**src/local_mem_pkg.sv**
```systemverilog
// shared constants and types for the local memory subsystem
// ram is 4 KB of 32-bit words, word addressed through word_idx
// peripherals sit in the 0x1000 to 0x1FFF window, everything above is unmapped
// all addresses are byte addresses; peripherals expect word aligned accesses
package local_mem_pkg;

    // ram geometry
    localparam int MEM_WORDS  = 1024;
    localparam int MEM_ADDR_W = 10;

    // stall cycles of a peripheral access after decode
    localparam int PERIPH_LATENCY = 5;
    localparam int PERIPH_CNT_W   = $clog2(PERIPH_LATENCY + 1);

    // address map
    localparam logic [31:0] BRAM_LIMIT   = 32'(MEM_WORDS * 4);
    localparam logic [31:0] PERIPH_LIMIT = 32'h0000_2000;
    localparam logic [31:0] UART_ADDR    = 32'h0000_1000;
    localparam logic [31:0] SCRATCH_ADDR = 32'h0000_1004;
    // read back from any other peripheral address
    localparam logic [31:0] STATUS_WORD  = 32'hFFFF_FF21;

    typedef enum logic [2:0] {
        REG_BRAM,
        REG_UART,
        REG_SCRATCH,
        REG_STATUS,
        REG_NONE
    } region_t;

    // data port request, en is a one cycle pulse
    typedef struct packed {
        logic        en;
        logic        rnw;
        logic [3:0]  be;
        logic [31:0] addr;
        logic [31:0] wdata;
    } data_req_t;

    // fetch port, read only
    typedef struct packed {
        logic        en;
        logic [31:0] addr;
    } inst_req_t;

    // request after the decode stage
    typedef struct packed {
        region_t     region;
        logic        rnw;
        logic [3:0]  be;
        logic [31:0] word_idx;
        logic [31:0] wdata;
    } dec_req_t;

    typedef struct packed {
        logic        valid;
        logic        err;
        logic [31:0] rdata;
    } data_rsp_t;

    typedef struct packed {
        logic       strobe;
        logic [7:0] byte_val;
    } uart_out_t;

endpackage

```
**src/mem_result.sv**
```systemverilog
// result stage of the data port
// ram and unmapped responses come out two cycles after the request pulse,
// peripheral responses when periph_done pulses
// the two never meet as long as nothing is issued while busy
// uart strobe shares the cycle of its write response
`timescale 1ns/100ps

module mem_result (
    input  logic                     clk,
    input  logic                     rst,
    input  local_mem_pkg::dec_req_t  dec_req,
    input  logic                     dec_valid,
    input  logic [31:0]              bram_rdata,
    input  logic                     periph_done,
    input  logic [31:0]              periph_rdata,
    input  logic                     periph_uart_wr,
    output local_mem_pkg::data_rsp_t data_rsp,
    output local_mem_pkg::uart_out_t uart
);
    import local_mem_pkg::*;

    logic       pend_valid;
    region_t    pend_region;
    logic       pend_rnw;
    logic [7:0] uart_byte_q;

    // ram and unmapped requests line up with the ram read data
    always_ff @(posedge clk) begin
        if (rst) begin
            pend_valid <= 1'b0;
        end else begin
            pend_valid <= dec_valid &&
                          ((dec_req.region == REG_BRAM) || (dec_req.region == REG_NONE));
        end
    end

    always_ff @(posedge clk) begin
        if (dec_valid) begin
            pend_region <= dec_req.region;
            pend_rnw    <= dec_req.rnw;
        end
    end

    // uart byte waits here for the stall to finish
    always_ff @(posedge clk) begin
        if (dec_valid && (dec_req.region == REG_UART) && !dec_req.rnw) begin
            uart_byte_q <= dec_req.wdata[7:0];
        end
    end

    // response select
    always_comb begin
        data_rsp = '0;
        if (pend_valid) begin
            data_rsp.valid = 1'b1;
            if (pend_region == REG_NONE) begin
                // unmapped, error with zero data
                data_rsp.err = 1'b1;
            end else if (pend_rnw) begin
                data_rsp.rdata = bram_rdata;
            end
        end else if (periph_done) begin
            data_rsp.valid = 1'b1;
            data_rsp.rdata = periph_rdata;
        end
    end

    assign uart.strobe   = periph_done && periph_uart_wr;
    assign uart.byte_val = uart_byte_q;

    // ram path and peripheral path would fight for the one response slot
    a_no_rsp_collision: assert property (
        @(posedge clk) disable iff (rst)
        !(pend_valid && periph_done)
    ) else $error("ram and peripheral responses in the same cycle");

endmodule

```
**config.mk**
```make
export PLATFORM = sky130hd
export DESIGN_NAME = mem_result
export DESIGN_NICKNAME = d
export VERILOG_FILES = /design/src/local_mem_pkg.sv /design/src/mem_result.sv
export SDC_FILE = /design/constraint.sdc
export NUM_CORES = 1
export LEC_CHECK = 0
export ABC_AREA = 0
export BUFFER_PORTS_ARGS = -buffer_cell sky130_fd_sc_hd__buf_2
export CORE_AREA = 2 2 72 74
export CTS_BUF_LIST = sky130_fd_sc_hd__clkbuf_8
export DETAILED_ROUTE_END_ITERATION = 7
export DIE_AREA = 0 0 74 76
export GPL_TIMING_DRIVEN = 0
export PLACE_DENSITY = 0.68
export REMOVE_ABC_BUFFERS = 1
export SLEW_MARGIN = 20
export SYNTH_ARGS = -nofsm -noshare
export SYNTH_HDL_FRONTEND = slang
export SYNTH_SLANG_ARGS = --single-unit
```
**constraint.sdc**
```tcl
create_clock -name clk -period 3.9 [get_ports clk]
set_input_delay 0.195 -clock clk [delete_from_list [all_inputs] [get_ports clk]]
set_output_delay 0.195 -clock clk [all_outputs]
set_load 0.1 [all_outputs]
```
==> metrics.csv <==
metric,value,unit
synthesized area,852,µm²
vias per inst,4.40,
Final Critical Period,2.44,ns
P_leak,0.762,nW
Initial Util,0.173,
area grow syn2layout,79.7,%
worst rel slew slack,0.288,
Final Slew Violations,0,
Synth Instances,67,
"antenna viol nets, final",0,
mux cell area share after synthesis,0,
Sink Count,13,
DIE WIDTH,74,µm
CP Capture Type,output port,
simple-gate share of the synthesized area,0.0675,
Tcrit/Tclk final,0.627,
Worst-Margin Slew,1.07,ns
Synthesis Warnings,0,
# IOs,184,
status,completed,
RSZ-0062 raised after global routing,no,
nets,324,
vias in the first global route,1043,
share of layout cells above drive strength 1,0.720,
H-tree depth,1,
# hold bufs at CTS,0,
Die H,76,µm
routed len/inst,13.0,µm
GRT Total Usage,0.106,
Port Buf Inserts,123,
Post-Synth XOR/XNOR Area,0,
total die area,5620,µm²
fmax,409,MHz
Hold Fails Final Rpt,0,
"most common cell after layout, fill and taps aside",buf_2,
critical path arrival,2.25,ns
crit start category,flop,
Yosys reg bits,13,
Worst Path Max Fanout,33,
postcts setup bufs,0,
Hold WC Path Type,input pin to flop,
final WL,3300,µm
number of max-cap violations,0,
max incr delay on CP,0.88,ns
critical path cell sequence,"or3b_1, a32o_1, buf_2",
Synth Area in Compound Gates,0.376,
via count,1117,
initial antenna violation count,1,
TritonRoute pass-1 iters,4,
WP data required,3.70,ns
adder-cell share of the synthesized area,0,
pwr/cell area,361,nW/µm²
CTS tree,yes,
CP max-delay cell,or3b_1,
Clock Path Buffers,2,
Synth cell types,16,
Core ar.,4910,µm²
Final TNS setup,0,ns
clock slew at reported path FFs,0.05,ns
dominant combinational cell family by area after synthesis,compound AO/OA/AOI/OAI gates,
Placement Cell Area,1480,µm²
first-pass GRT wire length,4690,µm
Rows,26,
Worst Path Buf+Inv,1,
TritonCTS Buffers,3,
IR Drop Worst-Case VDD,0.214,mV
grt ovf,0,
sequential share of the synthesized area,0.446,
most frequent cells in the layout,"123 x buf_2, 32 x a32o_1, 12 x edfxtp_1",
final setup violation count,0,
post-CTS resize count,0,
CTS root buffer,clkbuf_8,
largest net degree at the start of global routing,34,
fin area,1530,µm²
Mean Syn Cell Area,12.7,µm²
critical path type,flop to output port,
drt initial violations,46,
cell family with the largest share of critical-path delay,simple AND/OR/NAND/NOR gates,
DRC viols,0,
routability cong.,0.718,
half-perimeter wire length after placement,2650,µm
-- layer usage --
layer	up-vias	track usage	routed length, µm
li1	532	-	-
met1	491	0.117	1310
met2	89	0.175	1390
met3	5	0.0437	562
met4	0	0.0436	48
met5	-	0	0
-- cell families after synthesis --
logic type | after synthesis
and+or+nand+nor | 9
buffers and inverters | 13
AOI/OAI and AO/OA | 32
DFF | 13
-- final timing paths --
| kind | start | endpoint | cells past startpoint |
|---|---|---|---|
| worst max-delay path | pend_region[2] | data_rsp[17] | 3 |
| worst min-delay path | rst | pend_valid | 2 |
-- report_power, final --
group	switching [mW]	total [mW]	internal, mW	leakage (nW)
clock network	0.0465	0.117	0.0705	0.0255
registers	0.00158	0.160	0.158	0.120
logic	0.215	0.276	0.0606	0.617
-- per-stage QoR --
step	hold WS [ns]	worst slack [ns]	cells	utilization	power [mW]
after floorplan	0.272	1.30	55	-	0.370
after global placement	0.362	1.13	248	0.298	0.436
after detailed placement	0.370	1.64	248	0.301	0.439
after CTS	0.107	1.37	252	0.310	0.559
after global routing	0.112	1.34	252	0.311	0.574
final	0.114	1.46	254	0.312	0.553
-- state kept, by name, indices dropped and copies added, names as in the netlist --
| name | count |
|---|---|
| uart_byte_q | 8 |
| pend_region | 3 |
| pend_rnw | 1 |
| pend_valid | 1 |
-- final cells by class --
type | instances | area (µm²)
timing repair buffer | 123 | 616
clock buffer | 3 | 41.3
antenna | 2 | 5.00
fill | 525 | 3380
tap | 70 | 87.6
inverter | 1 | 3.75
sequential | 13 | 380
clock inverter | 1 | 5.00
multi-input combinational | 41 | 393
-- cells in the mapped netlist (all sizes together) --
cell type,n,share of area
a32o,32,0.38
edfxtp,12,0.42
buf,7,0.084
clkbuf,5,0.022
and2,2,0.015
dfxtp,1,0.023
inv,1,0.0044
nand2b,1,0.0073
nor2,1,0.0044
nor2b,1,0.0073
nor3,1,0.0059
nor4b,1,0.010
or2,1,0.0073
or3b,1,0.010
No activity file was read; power rests on OpenSTA's default activity.
