<file path="config.mk">
export PLATFORM = sky130hd
export DESIGN_NAME = periph_responder
export DESIGN_NICKNAME = d
export VERILOG_FILES = /design/src/local_mem_pkg.sv /design/src/periph_responder.sv
export SDC_FILE = /design/constraint.sdc
export NUM_CORES = 1
export LEC_CHECK = 0
export BUFFER_PORTS_ARGS = -buffer_cell sky130_fd_sc_hd__buf_2
export CAP_MARGIN = 10
export CORE_MARGIN = 2
export CORE_UTILIZATION = 53
export DETAILED_ROUTE_END_ITERATION = 10
export PLACE_DENSITY_LB_ADDON = 0.25
export SLEW_MARGIN = 20
export SYNTH_ARGS = -nofsm -noshare
export SYNTH_HDL_FRONTEND = slang
export SYNTH_SLANG_ARGS = --single-unit
</file>
<file path="constraint.sdc">
create_clock -name clk -period 4.8 [get_ports clk]
set_input_delay 0.24 -clock clk [delete_from_list [all_inputs] [get_ports clk]]
set_output_delay 0.24 -clock clk [all_outputs]
set_load 0.02 [all_outputs]
</file>
<file path="src/local_mem_pkg.sv">
// shared constants and types for the local memory subsystem
// ram is 4 KB of 32-bit words, word addressed through word_idx
// peripherals sit in the 0x1000 to 0x1FFF window, everything above is unmapped
// all addresses are byte addresses; peripherals expect word aligned accesses
package local_mem_pkg;

    // ram geometry
    localparam int MEM_WORDS  = 1024;
    localparam int MEM_ADDR_W = 10;

    // stall cycles of a peripheral access after decode
    localparam int PERIPH_LATENCY = 5;
    localparam int PERIPH_CNT_W   = $clog2(PERIPH_LATENCY + 1);

    // address map
    localparam logic [31:0] BRAM_LIMIT   = 32'(MEM_WORDS * 4);
    localparam logic [31:0] PERIPH_LIMIT = 32'h0000_2000;
    localparam logic [31:0] UART_ADDR    = 32'h0000_1000;
    localparam logic [31:0] SCRATCH_ADDR = 32'h0000_1004;
    // read back from any other peripheral address
    localparam logic [31:0] STATUS_WORD  = 32'hFFFF_FF21;

    typedef enum logic [2:0] {
        REG_BRAM,
        REG_UART,
        REG_SCRATCH,
        REG_STATUS,
        REG_NONE
    } region_t;

    // data port request, en is a one cycle pulse
    typedef struct packed {
        logic        en;
        logic        rnw;
        logic [3:0]  be;
        logic [31:0] addr;
        logic [31:0] wdata;
    } data_req_t;

    // fetch port, read only
    typedef struct packed {
        logic        en;
        logic [31:0] addr;
    } inst_req_t;

    // request after the decode stage
    typedef struct packed {
        region_t     region;
        logic        rnw;
        logic [3:0]  be;
        logic [31:0] word_idx;
        logic [31:0] wdata;
    } dec_req_t;

    typedef struct packed {
        logic        valid;
        logic        err;
        logic [31:0] rdata;
    } data_rsp_t;

    typedef struct packed {
        logic       strobe;
        logic [7:0] byte_val;
    } uart_out_t;

endpackage

</file>
<file path="src/periph_responder.sv">
// execute stage for the uart, scratch and status targets
// fixed stall: busy from the decode cycle for PERIPH_LATENCY + 1 cycles,
// periph_done in the cycle busy drops
// only one peripheral access is in flight, the requester waits on busy
// uart reads return 0, status reads return STATUS_WORD
// write responses carry rdata of 0
`timescale 1ns/100ps

module periph_responder (
    input  logic                    clk,
    input  logic                    rst,
    input  local_mem_pkg::dec_req_t dec_req,
    input  logic                    dec_valid,
    output logic                    busy,
    output logic                    periph_done,
    output logic [31:0]             periph_rdata,
    output logic                    periph_uart_wr
);
    import local_mem_pkg::*;

    logic                    is_periph;
    logic                    start;
    logic                    scratch_wr;
    logic [PERIPH_CNT_W-1:0] cnt;
    logic [31:0]             scratch_q;
    logic [31:0]             rdata_q;
    logic                    uart_wr_q;

    assign is_periph  = (dec_req.region == REG_UART)    ||
                        (dec_req.region == REG_SCRATCH) ||
                        (dec_req.region == REG_STATUS);
    assign start      = dec_valid && is_periph;
    assign scratch_wr = start && (dec_req.region == REG_SCRATCH) && !dec_req.rnw;

    // busy covers the decode cycle too, the counter takes over after it
    assign busy = start || (cnt != '0);

    // stall counter and done pulse
    always_ff @(posedge clk) begin
        if (rst) begin
            cnt         <= '0;
            periph_done <= 1'b0;
            uart_wr_q   <= 1'b0;
        end else begin
            // last counted cycle, response goes out next
            periph_done <= (cnt == PERIPH_CNT_W'(1));
            if (start) begin
                cnt       <= PERIPH_CNT_W'(PERIPH_LATENCY);
                uart_wr_q <= (dec_req.region == REG_UART) && !dec_req.rnw;
            end else if (cnt != '0) begin
                cnt <= cnt - 1'b1;
            end
        end
    end

    // scratch register, byte lane writes
    always_ff @(posedge clk) begin
        if (rst) begin
            scratch_q <= '0;
        end else if (scratch_wr) begin
            for (int lane = 0; lane < 4; lane++) begin
                if (dec_req.be[lane]) begin
                    scratch_q[8*lane +: 8] <= dec_req.wdata[8*lane +: 8];
                end
            end
        end
    end

    // read data captured at the start and held through the stall
    always_ff @(posedge clk) begin
        if (start) begin
            if (!dec_req.rnw) begin
                rdata_q <= '0;
            end else begin
                case (dec_req.region)
                    REG_SCRATCH: rdata_q <= scratch_q;
                    REG_STATUS:  rdata_q <= STATUS_WORD;
                    default:     rdata_q <= '0;
                endcase
            end
        end
    end

    assign periph_rdata   = rdata_q;
    // stays set until the next access, qualified by periph_done downstream
    assign periph_uart_wr = uart_wr_q;

    // every access answers after exactly the fixed stall
    a_fixed_latency: assert property (
        @(posedge clk) disable iff (rst)
        start |-> ##(PERIPH_LATENCY + 1) periph_done
    ) else $error("peripheral response latency wrong");

endmodule

</file>
==> results_dict.tcl <==
set metrics [dict create \
    status "completed" \
    clk_latency_ns 0.32 \
    synth-warning-count 0 \
    post-cts-setup-buffers 0 \
    endpoint_kind "register" \
    drc 0 \
    leakage_nw 1.365 \
    synth.distinct_cells 22 \
    numClockSinks 69 \
    max_slew_margin_pct 40.63 \
    syn_area_mm2 0.002972 \
    die_area_mm2 0.006222 \
    antenna_found_initial 0 \
    vdd_drop_max_v 0.0002771 \
    numPortBuffers 77 \
    cts_root_buffer "clkbuf_8" \
    dr.first_iter.drc_count 146 \
    ant_nets 0 \
    htree_levels 3 \
    power_density_mw_per_mm2 355.8 \
    netlist_instances 269 \
    synth_fp_nets 347 \
    vias 2004 \
    wl_per_cell_um 13.28 \
    viasPerCell 4.771 \
    final_nets 421 \
    fin_crit_sh_pct 42.43 \
    slew_viol_final 0 \
    worstSetupStartpointType "input port" \
    grt_pass1_wl_um 9080 \
    numCtsBuffers 9 \
    cts_hold_buffers 0 \
    syn_area_per_cell_um2 11.05 \
    worstSetupPathType "in2reg" \
    fp.dieH_um 78.88 \
    core_area_mm2 0.005473 \
    grt_max_degree 70 \
    cts.clk_slew.worst_paths_ns 0.07 \
    diodes 0 \
    grt_pass1_vias 1929 \
    setup_tns_ns 0 \
    ys_ff_latch 69 \
    num_rows 27 \
    yosysSeqAreaShare_pct 57.26 \
    drtPass1Iterations 4 \
    arrival_ns 2.04 \
    drt-total-wl_um 5578 \
    cts_tree "built" \
    grt_setup_unrepaired "false" \
    post_cts_resized 0 \
    min_period_ns 2.036 \
    gr-total-overflow 0 \
    timing.fmax_mhz 491.1 \
    gp_congestion 0.7629 \
    drive_gt1_share_pct 27.01 \
    initial_utilization_pct 54.30 \
    worstMarginPinSlew_ns 0.8905 \
    maxCapViolCount 0 \
    hpwl_um 3467 \
    cp.required_ns 4.80 \
    track_usage_pct 19.05 \
    clock-skew-final_ns 0.005993 \
    finalHoldViolations 0 \
    cts_max_path_buffers 2 \
    io_pins 110 \
    final-setup-viol-count 0 \
    dieWidth_um 78.88 \
    postLayoutCoreUtil_pct 64.79 \
    power_mw 1.262 \
    area_growth_pct 19.33 \
    path_max_fanout 29 \
    hp-class "in2reg" \
]
-- layout by cell type, fill, tap and decap left out, types with 2 or more instances in the layout --
| cell | synthesis | layout |
|---|---|---|
| ha_1 | 3 | 3 |
| edfxtp_1 | 32 | 32 |
| clkbuf_8 | 0 | 11 |
| nand2b_1 | 67 | 67 |
| mux2i_1 | 33 | 33 |
| dfxtp_1 | 37 | 37 |
| buf_2 | 4 | 77 |
| and2_1 | 6 | 6 |
| nand3b_1 | 2 | 2 |
| nor2_1 | 55 | 55 |
| inv_1 | 3 | 3 |
| clkbuf_1 | 8 | 4 |
| and3_1 | 4 | 4 |
| a21oi_1 | 3 | 3 |
-- cell type report --
type | count | area [µm²]
timing repair buffer | 79 | 407.9
clock inverter | 1 | 5.005
inverter | 3 | 11.26
fill | 450 | 1927
multi-input combinational | 181 | 1164
clock buffer | 15 | 166.4
sequential | 69 | 1702
tap | 72 | 90.09
-- stage by stage --
stage	std cells	hold WS (ns)	setup WS, ns	area [µm²]
finish	420	0.1708	2.764	3546
global route	420	0.1753	2.641	3546
CTS	419	0.1567	2.769	3531
detailed placement	403	0.4596	2.436	3359
global placement	403	0.4544	2.455	3359
floorplan	269	0.3948	3.040	2972
-- registers in the layout, summed over array words and instances, names as in the netlist --
name,flops
periph_rdata,32
scratch_q,32
cnt,3
periph_done,1
periph_uart_wr,1
-- cells in the mapped netlist --
cell	instances	share of area, %
nor3b_4	1	0.63
or2_1	1	0.21
buf_6	4	1.5
xnor2_1	1	0.29
and3b_2	1	0.34
and3_1	4	0.84
mux2i_1	33	11
nor3b_1	1	0.25
ha_1	3	1.3
nand3b_1	2	0.51
nor2b_1	1	0.21
and2_1	6	1.3
clkbuf_1	8	1.0
a2111oi_2	1	0.51
buf_2	4	0.67
inv_1	3	0.38
dfxtp_1	37	25
o21ai_0	1	0.17
a21oi_1	3	0.51
nand2b_1	67	14
nor2_1	55	6.9
edfxtp_1	32	32
-- critical path, cell delays in order --
cell	delay (ns)
buf_2	0.47
nor2_1	0.09
or2_1	0.29
inv_1	0.53
buf_4	0.39
-- final timing paths --
path / endpoint / from / cells after the start / slack [ns]
min: scratch_q[10]$_SDFFE_PP0P_ / dec_req[10] / 3 / 0.17
max reg2reg: cnt[1]$_SDFFE_PP0P_ / cnt[0]$_SDFFE_PP0P_ / 5 / 3.51
min reg2reg: scratch_q[7]$_SDFFE_PP0P_ / scratch_q[7]$_SDFFE_PP0P_ / 2 / 0.47
max: periph_rdata[4]$_SDFFCE_PN0P_ / dec_req[69] / 5 / 2.76
-- metal layers --
layer / GRT usage [%] / vias up / share of wire [%]
met1: 24.07 / 916 / 46
li1: - / 1024 / -
met2: 30.94 / 55 / 48
met5: 0 / - / 0
met3: 4.205 / 9 / 5.1
met4: 9.655 / 0 / 1.4
-- power by group --
part	internal [mW]	switching (mW)
logic	0.0827	0.106
registers	0.644	0.0137
clock network	0.216	0.198
total	0.944	0.318
-- cell families (layout without fill, tap and decap cells) --
logic type	Yosys count	in the layout	share of synthesized area (%)
AND/OR/NAND/NOR	139	139	25.31
flip-flops	69	69	57.26
multiplexers	33	33	11.12
buffers and inverters	19	98	3.579
AO/OA/AOI/OAI	5	5	1.178
adder cells (fa/ha/maj)	3	3	1.263
XOR/XNOR	1	1	0.2948
Note: power is estimated with default switching activity, not from simulation.
