## config.mk

```make
export PLATFORM = sky130hd
export DESIGN_NAME = mem_addr_decode
export DESIGN_NICKNAME = d
export VERILOG_FILES = /design/src/local_mem_pkg.sv /design/src/mem_addr_decode.sv
export SDC_FILE = /design/constraint.sdc
export NUM_CORES = 1
export LEC_CHECK = 0
export BUFFER_PORTS_ARGS = -buffer_cell sky130_fd_sc_hd__buf_2
export CAP_MARGIN = 20
export CORE_ASPECT_RATIO = 1.4
export CORE_MARGIN = 2
export CORE_UTILIZATION = 44
export DETAILED_ROUTE_END_ITERATION = 8
export PLACE_DENSITY = 0.86
export SLEW_MARGIN = 30
export SYNTH_ARGS = -nofsm -noshare
export SYNTH_HDL_FRONTEND = slang
export SYNTH_SLANG_ARGS = --single-unit
```

## constraint.sdc

```tcl
create_clock -name clk -period 2.3 [get_ports clk]
set_input_delay 0.46 -clock clk [delete_from_list [all_inputs] [get_ports clk]]
set_output_delay 0.46 -clock clk [all_outputs]
set_load 0.03 [all_outputs]
```

## src/local_mem_pkg.sv

```systemverilog
// shared constants and types for the local memory subsystem
// ram is 4 KB of 32-bit words, word addressed through word_idx
// peripherals sit in the 0x1000 to 0x1FFF window, everything above is unmapped
// all addresses are byte addresses; peripherals expect word aligned accesses
package local_mem_pkg;

    // ram geometry
    localparam int MEM_WORDS  = 1024;
    localparam int MEM_ADDR_W = 10;

    // stall cycles of a peripheral access after decode
    localparam int PERIPH_LATENCY = 5;
    localparam int PERIPH_CNT_W   = $clog2(PERIPH_LATENCY + 1);

    // address map
    localparam logic [31:0] BRAM_LIMIT   = 32'(MEM_WORDS * 4);
    localparam logic [31:0] PERIPH_LIMIT = 32'h0000_2000;
    localparam logic [31:0] UART_ADDR    = 32'h0000_1000;
    localparam logic [31:0] SCRATCH_ADDR = 32'h0000_1004;
    // read back from any other peripheral address
    localparam logic [31:0] STATUS_WORD  = 32'hFFFF_FF21;

    typedef enum logic [2:0] {
        REG_BRAM,
        REG_UART,
        REG_SCRATCH,
        REG_STATUS,
        REG_NONE
    } region_t;

    // data port request, en is a one cycle pulse
    typedef struct packed {
        logic        en;
        logic        rnw;
        logic [3:0]  be;
        logic [31:0] addr;
        logic [31:0] wdata;
    } data_req_t;

    // fetch port, read only
    typedef struct packed {
        logic        en;
        logic [31:0] addr;
    } inst_req_t;

    // request after the decode stage
    typedef struct packed {
        region_t     region;
        logic        rnw;
        logic [3:0]  be;
        logic [31:0] word_idx;
        logic [31:0] wdata;
    } dec_req_t;

    typedef struct packed {
        logic        valid;
        logic        err;
        logic [31:0] rdata;
    } data_rsp_t;

    typedef struct packed {
        logic       strobe;
        logic [7:0] byte_val;
    } uart_out_t;

endpackage

```

## src/mem_addr_decode.sv

```systemverilog
// decode stage of the data port
// one request per cycle, decoded request shows up one cycle after the en pulse
// the requester must hold off while busy is high, there is no other back-pressure
// only the word index is kept, byte lanes are selected by be alone
`timescale 1ns/100ps

module mem_addr_decode (
    input  logic                     clk,
    input  logic                     rst,
    input  local_mem_pkg::data_req_t data_req,
    input  logic                     busy,
    output local_mem_pkg::dec_req_t  dec_req,
    output logic                     dec_valid
);
    import local_mem_pkg::*;

    region_t region;

    // region map, first match wins
    always_comb begin
        if (data_req.addr < BRAM_LIMIT) begin
            region = REG_BRAM;
        end else if (data_req.addr == UART_ADDR) begin
            region = REG_UART;
        end else if (data_req.addr == SCRATCH_ADDR) begin
            region = REG_SCRATCH;
        end else if (data_req.addr < PERIPH_LIMIT) begin
            // rest of the peripheral window reads as status
            region = REG_STATUS;
        end else begin
            region = REG_NONE;
        end
    end

    // valid flag
    always_ff @(posedge clk) begin
        if (rst) begin
            dec_valid <= 1'b0;
        end else begin
            dec_valid <= data_req.en;
        end
    end

    // decoded payload, only loaded on a request
    always_ff @(posedge clk) begin
        if (data_req.en) begin
            dec_req.region   <= region;
            dec_req.rnw      <= data_req.rnw;
            dec_req.be       <= data_req.be;
            dec_req.word_idx <= data_req.addr >> 2;
            dec_req.wdata    <= data_req.wdata;
        end
    end

    // busy comes back from the responder, a request during a stall is lost
    a_no_req_while_busy: assert property (
        @(posedge clk) disable iff (rst)
        data_req.en |-> !busy
    ) else $error("data request issued while busy");

    // a write with no byte lanes would be answered but change nothing
    a_write_has_be: assert property (
        @(posedge clk) disable iff (rst)
        (data_req.en && !data_req.rnw) |-> (data_req.be != 4'b0000)
    ) else $error("data write with empty byte enables");

endmodule

```

==> results of run 1 <==
[state kept, by name, summed over array words and instances, names as in the netlist]
signal     cells
dec_req       70
dec_valid      1
[through the flow]
stage               total power, mW  cell area, um2  setup WS (ns)
finish                         3.14            3320          0.911
global route                   3.24            3320          0.867
CTS                            3.17            3320          0.896
detailed placement             2.00            3080          0.701
global placement               1.98            3080          0.723
floorplan                      1.81            2260           1.02
[cell families after synthesis]
group / after synthesis
other: 1
AND/OR/NAND/NOR: 14
flip-flops: 71
AO/OA/AOI/OAI: 2
buffers and inverters: 3
[placed cells by master, fill, tap and decap left out]
master,n
a211oi_1,2
edfxtp_1,70
conb_1,2
nor2_1,2
dfxtp_1,1
bufinv_16,3
buf_12,2
nor2b_1,1
nor4_4,1
and3_1,1
nor3_1,1
nand3_1,1
clkinvlp_4,1
nor4b_1,1
nand4_1,1
nand3b_1,1
clkbuf_8,10
nor4_1,4
buf_2,142
inv_1,1
clkinv_2,2
[worst max-delay path by stage]
| stage | end | depth (start not counted) |
|---|---|---|
| finish | dec_req[43] | 1 |
| global route | dec_req[71] | 1 |
| CTS | dec_req[71] | 1 |
| detailed placement | dec_req[71]$_SDFFCE_PP0P_ | 4 |
| global placement | dec_req[71]$_SDFFCE_PP0P_ | 4 |
| floorplan | dec_req[71]$_SDFFCE_PP0P_ | 3 |
[final cells by class]
type                       count  area (um2)  share of cell area [%]
sequential                    71        2120                    63.9
timing repair buffer         144         751                    22.6
clock buffer                  10         138                    4.14
multi-input combinational     18         121                    3.65
clock inverter                 6         108                    3.24
tap                           64        80.1                    2.41
inverter                       1        3.75                   0.113
[metal layers]
metal / up-vias / global-route usage, % / part of all wire (%)
li1: 675 / - / -
met1: 683 / 18.9 / 35
met2: 66 / 30.7 / 59
met3: 10 / 3.69 / 5.0
met4: 0 / 10.1 / 1.7
met5: - / 0 / 0
[power by group through the flow]
stage	Combinational [mW]	Sequential, mW	Clock, mW
after global routing	0.429	1.56	1.25
after detailed placement	0.412	1.58	0
after floorplan	0.0120	1.79	0
after CTS	0.413	1.56	1.20
after global placement	0.405	1.58	0
final	0.409	1.55	1.18
==> metrics.csv, run 1 <==
metric;value;unit
grt_pass1_wl;6850;um
clock_sinks;71;
synth_seq_cells;71;
cp_top_family;flip-flops;
placed_cells;298;
p_switching;0.751;mW
post_cts_resize_count;0;
yosys.area.top_type;edfxtp_1;
p_seq_share;49.5;%
rsz0062_at_grt;false;
p_leak;1.43;nW
path_buf_inv;1;
area_growth_syn_to_layout;47.1;%
startpoint_type;flip-flop;
max_freq;720;MHz
yosys.area_share.simple;4.38;%
grt.total_usage;17.2;%
ys.warnings.count;0;
worst_slew_pin_slew;0.581;ns
clockBufferDepth;2;
yosysMostFrequentCell;edfxtp_1;
synth.mux.area_fraction;0;%
synth_top_area_share;93.1;%
core;4880;um2
p_per_area;946;nW/um2
drc;0;
combPwrFrac;13.0;%
worstHoldStart;rst;
synth.distinct_cells;16;
detail-route-antenna-nets;0;
synthXorXnorAreaFrac;0;%
async_flop_share;0;%
hp-class;in -> reg;
die_w;64.6;um
critPathRequiredTime;1.84;ns
cpMaxStageDelayCell;edfxtp_1;
fin_crit_sh;60.4;%
routed_via_density;4.57;
rows;30;
drt-pass1-iter-count;4;
post_cts_buffers;0;
via_count;1434;
cts_buffers;9;
clkPwrFrac;37.5;%
slew_violations;0;
antenna_found_initial;0;
fillers;363;
clk_pin_slew_worst_paths;0.07;ns
avgSynthCellArea;24.8;um2
cts_root_buf;clkbuf_8;
hpwl;3870;um
io-pin-count;146;
fin_nets;318;
ys.flop_type;edfxtp_1;
detail_route.wl_per_cell;16.2;um
peakVddDrop;0.517;mV
p_int;2.39;mW
ctsHoldBuffers;0;
timing.final.setup_violations;0;
synth_top_family_by_area;simple AND/OR/NAND/NOR gates;
synth_fa_ha_area_share;0;%
htree_levels;3;
worstSetupEndpointType;output port;
worst-path-max-fanout;1;
routed_wl;5100;um
critPathArrivalTime;0.93;ns
max_cap_viol_count;0;
holdWs;0.281;ns
gr-total-overflow;0;
ys_top_cells_by_area;edfxtp_1 (93%), nor4_1 (1.1%), nor4_4 (0.94%);
syn-cell-area;2260;um2
outcome;completed;
hold_path_end;dec_valid$_SDFF_PP0_;
swShare;23.9;%
hold_violations;0;
port_buffers;142;
seq_area_frac_synth;94.0;%
critPathLaunch;dec_req[43]$_DFFE_PP_;
drive_gt1_share;64.4;%
cts_tree;built;
grt_start_max_net_pins;30;
synth_compound_area_share;0.665;%
fin_crit;1.39;ns
synth_edf_count;70;
hold_depth;2;
drt_iter0_drc;73;
instances_no_fill;314;
fin_setup_tns;0;ns
fp.dieH;88.8;um
place.gp.congestion;0.679;
final_core_util;68.1;%
cp_cell_sequence;buf_2;
synth_common_cells;edfxtp_1 (70), nor4_1 (4), a211oi_1 (2), buf_4 (2), nor2_1 (2);
dieArea;5730;um2
slew_headroom;61.3;%
grt_pass1_vias;1386;
diodes;0;
cp_slowest_stage_delay;0.41;ns
netlist_instances;91;
start_util;46.3;%
crit_type;reg -> out;
Note: power is estimated with default switching activity, not from simulation.
==> run 2, diff against run 1 <==
Settings changed: CORE_UTILIZATION 44 to 37, PLACE_DENSITY 0.86 to 0.77.
Clock period 2.3 ns to 1.2 ns, I/O delays scaled along.
==> run 2 against run 1 <==
Net effect:
- cell count increased by 2.9%
- flip-flop and latch count is the same
- sequential share of layout area shrank 1.1 points
- largest cell class unchanged
- critical path type unchanged
- highest routed layer unchanged
- utilization decreased by 10 points
- die area up 18%
==> metrics.csv, run 2 (synthesized netlist as in run 1, its figures left out) <==
metric;value;unit;change
p_per_area;1830;nW/um2;was 946 nW/um2
p_switching;1.43;mW;was 0.751 mW
post-place-ws;-0.125;ns;was 0.701 ns
cts_buffers;9;;unchanged
drc;0;;unchanged
critPathArrivalTime;0.91;ns;was 0.93 ns
fin_nets;321;;was 318
detail-route-antenna-nets;0;;unchanged
grt.total_usage;14.8;%;was 17.2%
combPwrFrac;12.8;%;was 13.0%
worstSetupEndpointType;output port;;unchanged
startpoint_type;flip-flop;;unchanged
multi_input_area;121;um2;unchanged
largest_reg_flops;70;;unchanged
ctsHoldBuffers;0;;unchanged
worst-path-max-fanout;1;;unchanged
routed_wl;4850;um;was 5100 um
cpMaxStageDelayCell;edfxtp_1;;unchanged
routed_via_density;4.47;;was 4.57
reg_top3;dec_req: 70 flops, dec_valid: 1 flops;;unchanged
cp_top_family;flip-flops;;unchanged
rsz0062_at_grt;false;;unchanged
worstHoldStart;rst;;unchanged
regArea;2120;um2;unchanged
p_seq_share;48.1;%;was 49.5%
final_core_util;57.7;%;was 68.1%
hold_depth;2;;unchanged
fp.dieH;96.4;um;was 88.8 um
drt_iter0_drc;109;;was 73
cts_root_buf;clkbuf_8;;unchanged
start_util;38.5;%;was 46.3%
crit_type;reg -> out;;unchanged
cp_cell_sequence;buf_2;;unchanged
final_area;3380;um2;was 3320 um2
clock_sinks;71;;unchanged
gr-total-overflow;0;;unchanged
final_common_cell;buf_2;;unchanged
slew_violations;0;;unchanged
io-pin-count;146;;unchanged
post_cts_resize_count;0;;unchanged
critPathRequiredTime;0.96;ns;was 1.84 ns
rows;33;;was 30
place_area;3120;um2;was 3080 um2
area_growth_syn_to_layout;49.7;%;was 47.1%
drive_gt1_share;64.4;%;about the same
p_leak;1.45;nW;was 1.43 nW
hp-class;in -> reg;;unchanged
diodes;0;;unchanged
holdWs;0.0590;ns;was 0.281 ns
fillers;481;;was 363
core;5860;um2;was 4880 um2
cp_slowest_stage_delay;0.38;ns;was 0.41 ns
worst_slack;0.0543;ns;was 0.911 ns
peakVddDrop;1.30;mV;was 0.517 mV
grt_start_max_net_pins;27;;was 30
clkPwrFrac;39.1;%;was 37.5%
htree_levels;3;;unchanged
grt_pass1_vias;1463;;was 1386
port_buffers;142;;unchanged
hold_violations;0;;unchanged
dieArea;6750;um2;was 5730 um2
placed_cells;307;;was 298
clk_pin_slew_worst_paths;0.07;ns;about the same
drt-pass1-iter-count;4;;unchanged
max_cap_viol_count;0;;unchanged
outcome;completed;;unchanged
cts_tree;built;;unchanged
p_int;4.75;mW;was 2.39 mW
largest-register;dec_req;;unchanged
detail_route.wl_per_cell;15.0;um;was 16.2 um
layout_common_cells;buf_2 (142), edfxtp_1 (70), clkbuf_8 (9);;was buf_2 (142), edfxtp_1 (70), clkbuf_8 (10)
swShare;23.1;%;was 23.9%
path_buf_inv;1;;unchanged
via_count;1444;;was 1434
fin_crit_sh;95.5;%;
fin_crit;1.15;ns;
post_cts_buffers;0;;unchanged
max_freq;873;MHz;
hold_path_end;dec_valid$_SDFF_PP0_;;unchanged
timing.final.setup_violations;0;;unchanged
clockBufferDepth;2;;unchanged
die_w;70.0;um;was 64.6 um
grt_pass1_wl;7130;um;was 6850 um
instances_no_fill;323;;was 314
place.gp.congestion;0.781;;was 0.679
antenna_found_initial;0;;unchanged
run 2: changes by cell type in the layout (fill, tap and decap cells not counted):
cell / previous run / this run
buf_12: 2 / 3
buf_4: 0 / 2
bufinv_16: 3 / 4
clkbuf_1: 0 / 1
clkbuf_8: 10 / 9
clkinv_2: 2 / 1
run 2: cell type report:
class	instances	share of cell area, %
clock buffers	10	3.77
clock inverters	6	3.92
inverters	1	0.111
multi-input cells	18	3.59
flip-flops and latches	71	62.8
well taps	70	2.59
repair buffers	147	23.2
run 2: stage by stage:
| stage | setup TNS, ns | power [mW] |
|---|---|---|
| global placement | -0.157 | 3.81 |
| global route | 0 | 6.42 |
| detailed placement | -0.244 | 3.83 |
| floorplan | 0 | 3.46 |
| CTS | 0 | 6.26 |
| finish | 0 | 6.18 |
run 2: worst max path at each step:
| stage | from | endpoint | depth (start not counted) |
|---|---|---|---|
| final | dec_req[39]$_DFFE_PP_ | dec_req[39] | 1 |
| after global routing | dec_req[39]$_DFFE_PP_ | dec_req[39] | 1 |
| after CTS | dec_req[50]$_DFFE_PP_ | dec_req[50] | 1 |
| after detailed placement | data_req[55] | dec_req[71]$_SDFFCE_PP0P_ | 4 |
| after global placement | data_req[55] | dec_req[71]$_SDFFCE_PP0P_ | 4 |
| after floorplan | data_req[55] | dec_req[71]$_SDFFCE_PP0P_ | 3 |
run 2: power groups by stage:
stage | combinational [mW] | sequential [mW] | clock (mW)
after floorplan | 0.0230 | 3.44 | 0
after global placement | 0.790 | 3.02 | 0
after detailed placement | 0.802 | 3.03 | 0
after CTS | 0.803 | 2.98 | 2.48
after global routing | 0.835 | 2.99 | 2.59
final | 0.793 | 2.98 | 2.42
run 2: layer usage:
metal	track usage (%)	routed length, um	share of wire, %	vias up
met2	24.4	2570	53	82
li1	-	-	-	679
met5	0	0	0	-
met3	5.50	488	10	8
met4	10.7	102	2.1	0
met1	15.5	1690	35	675
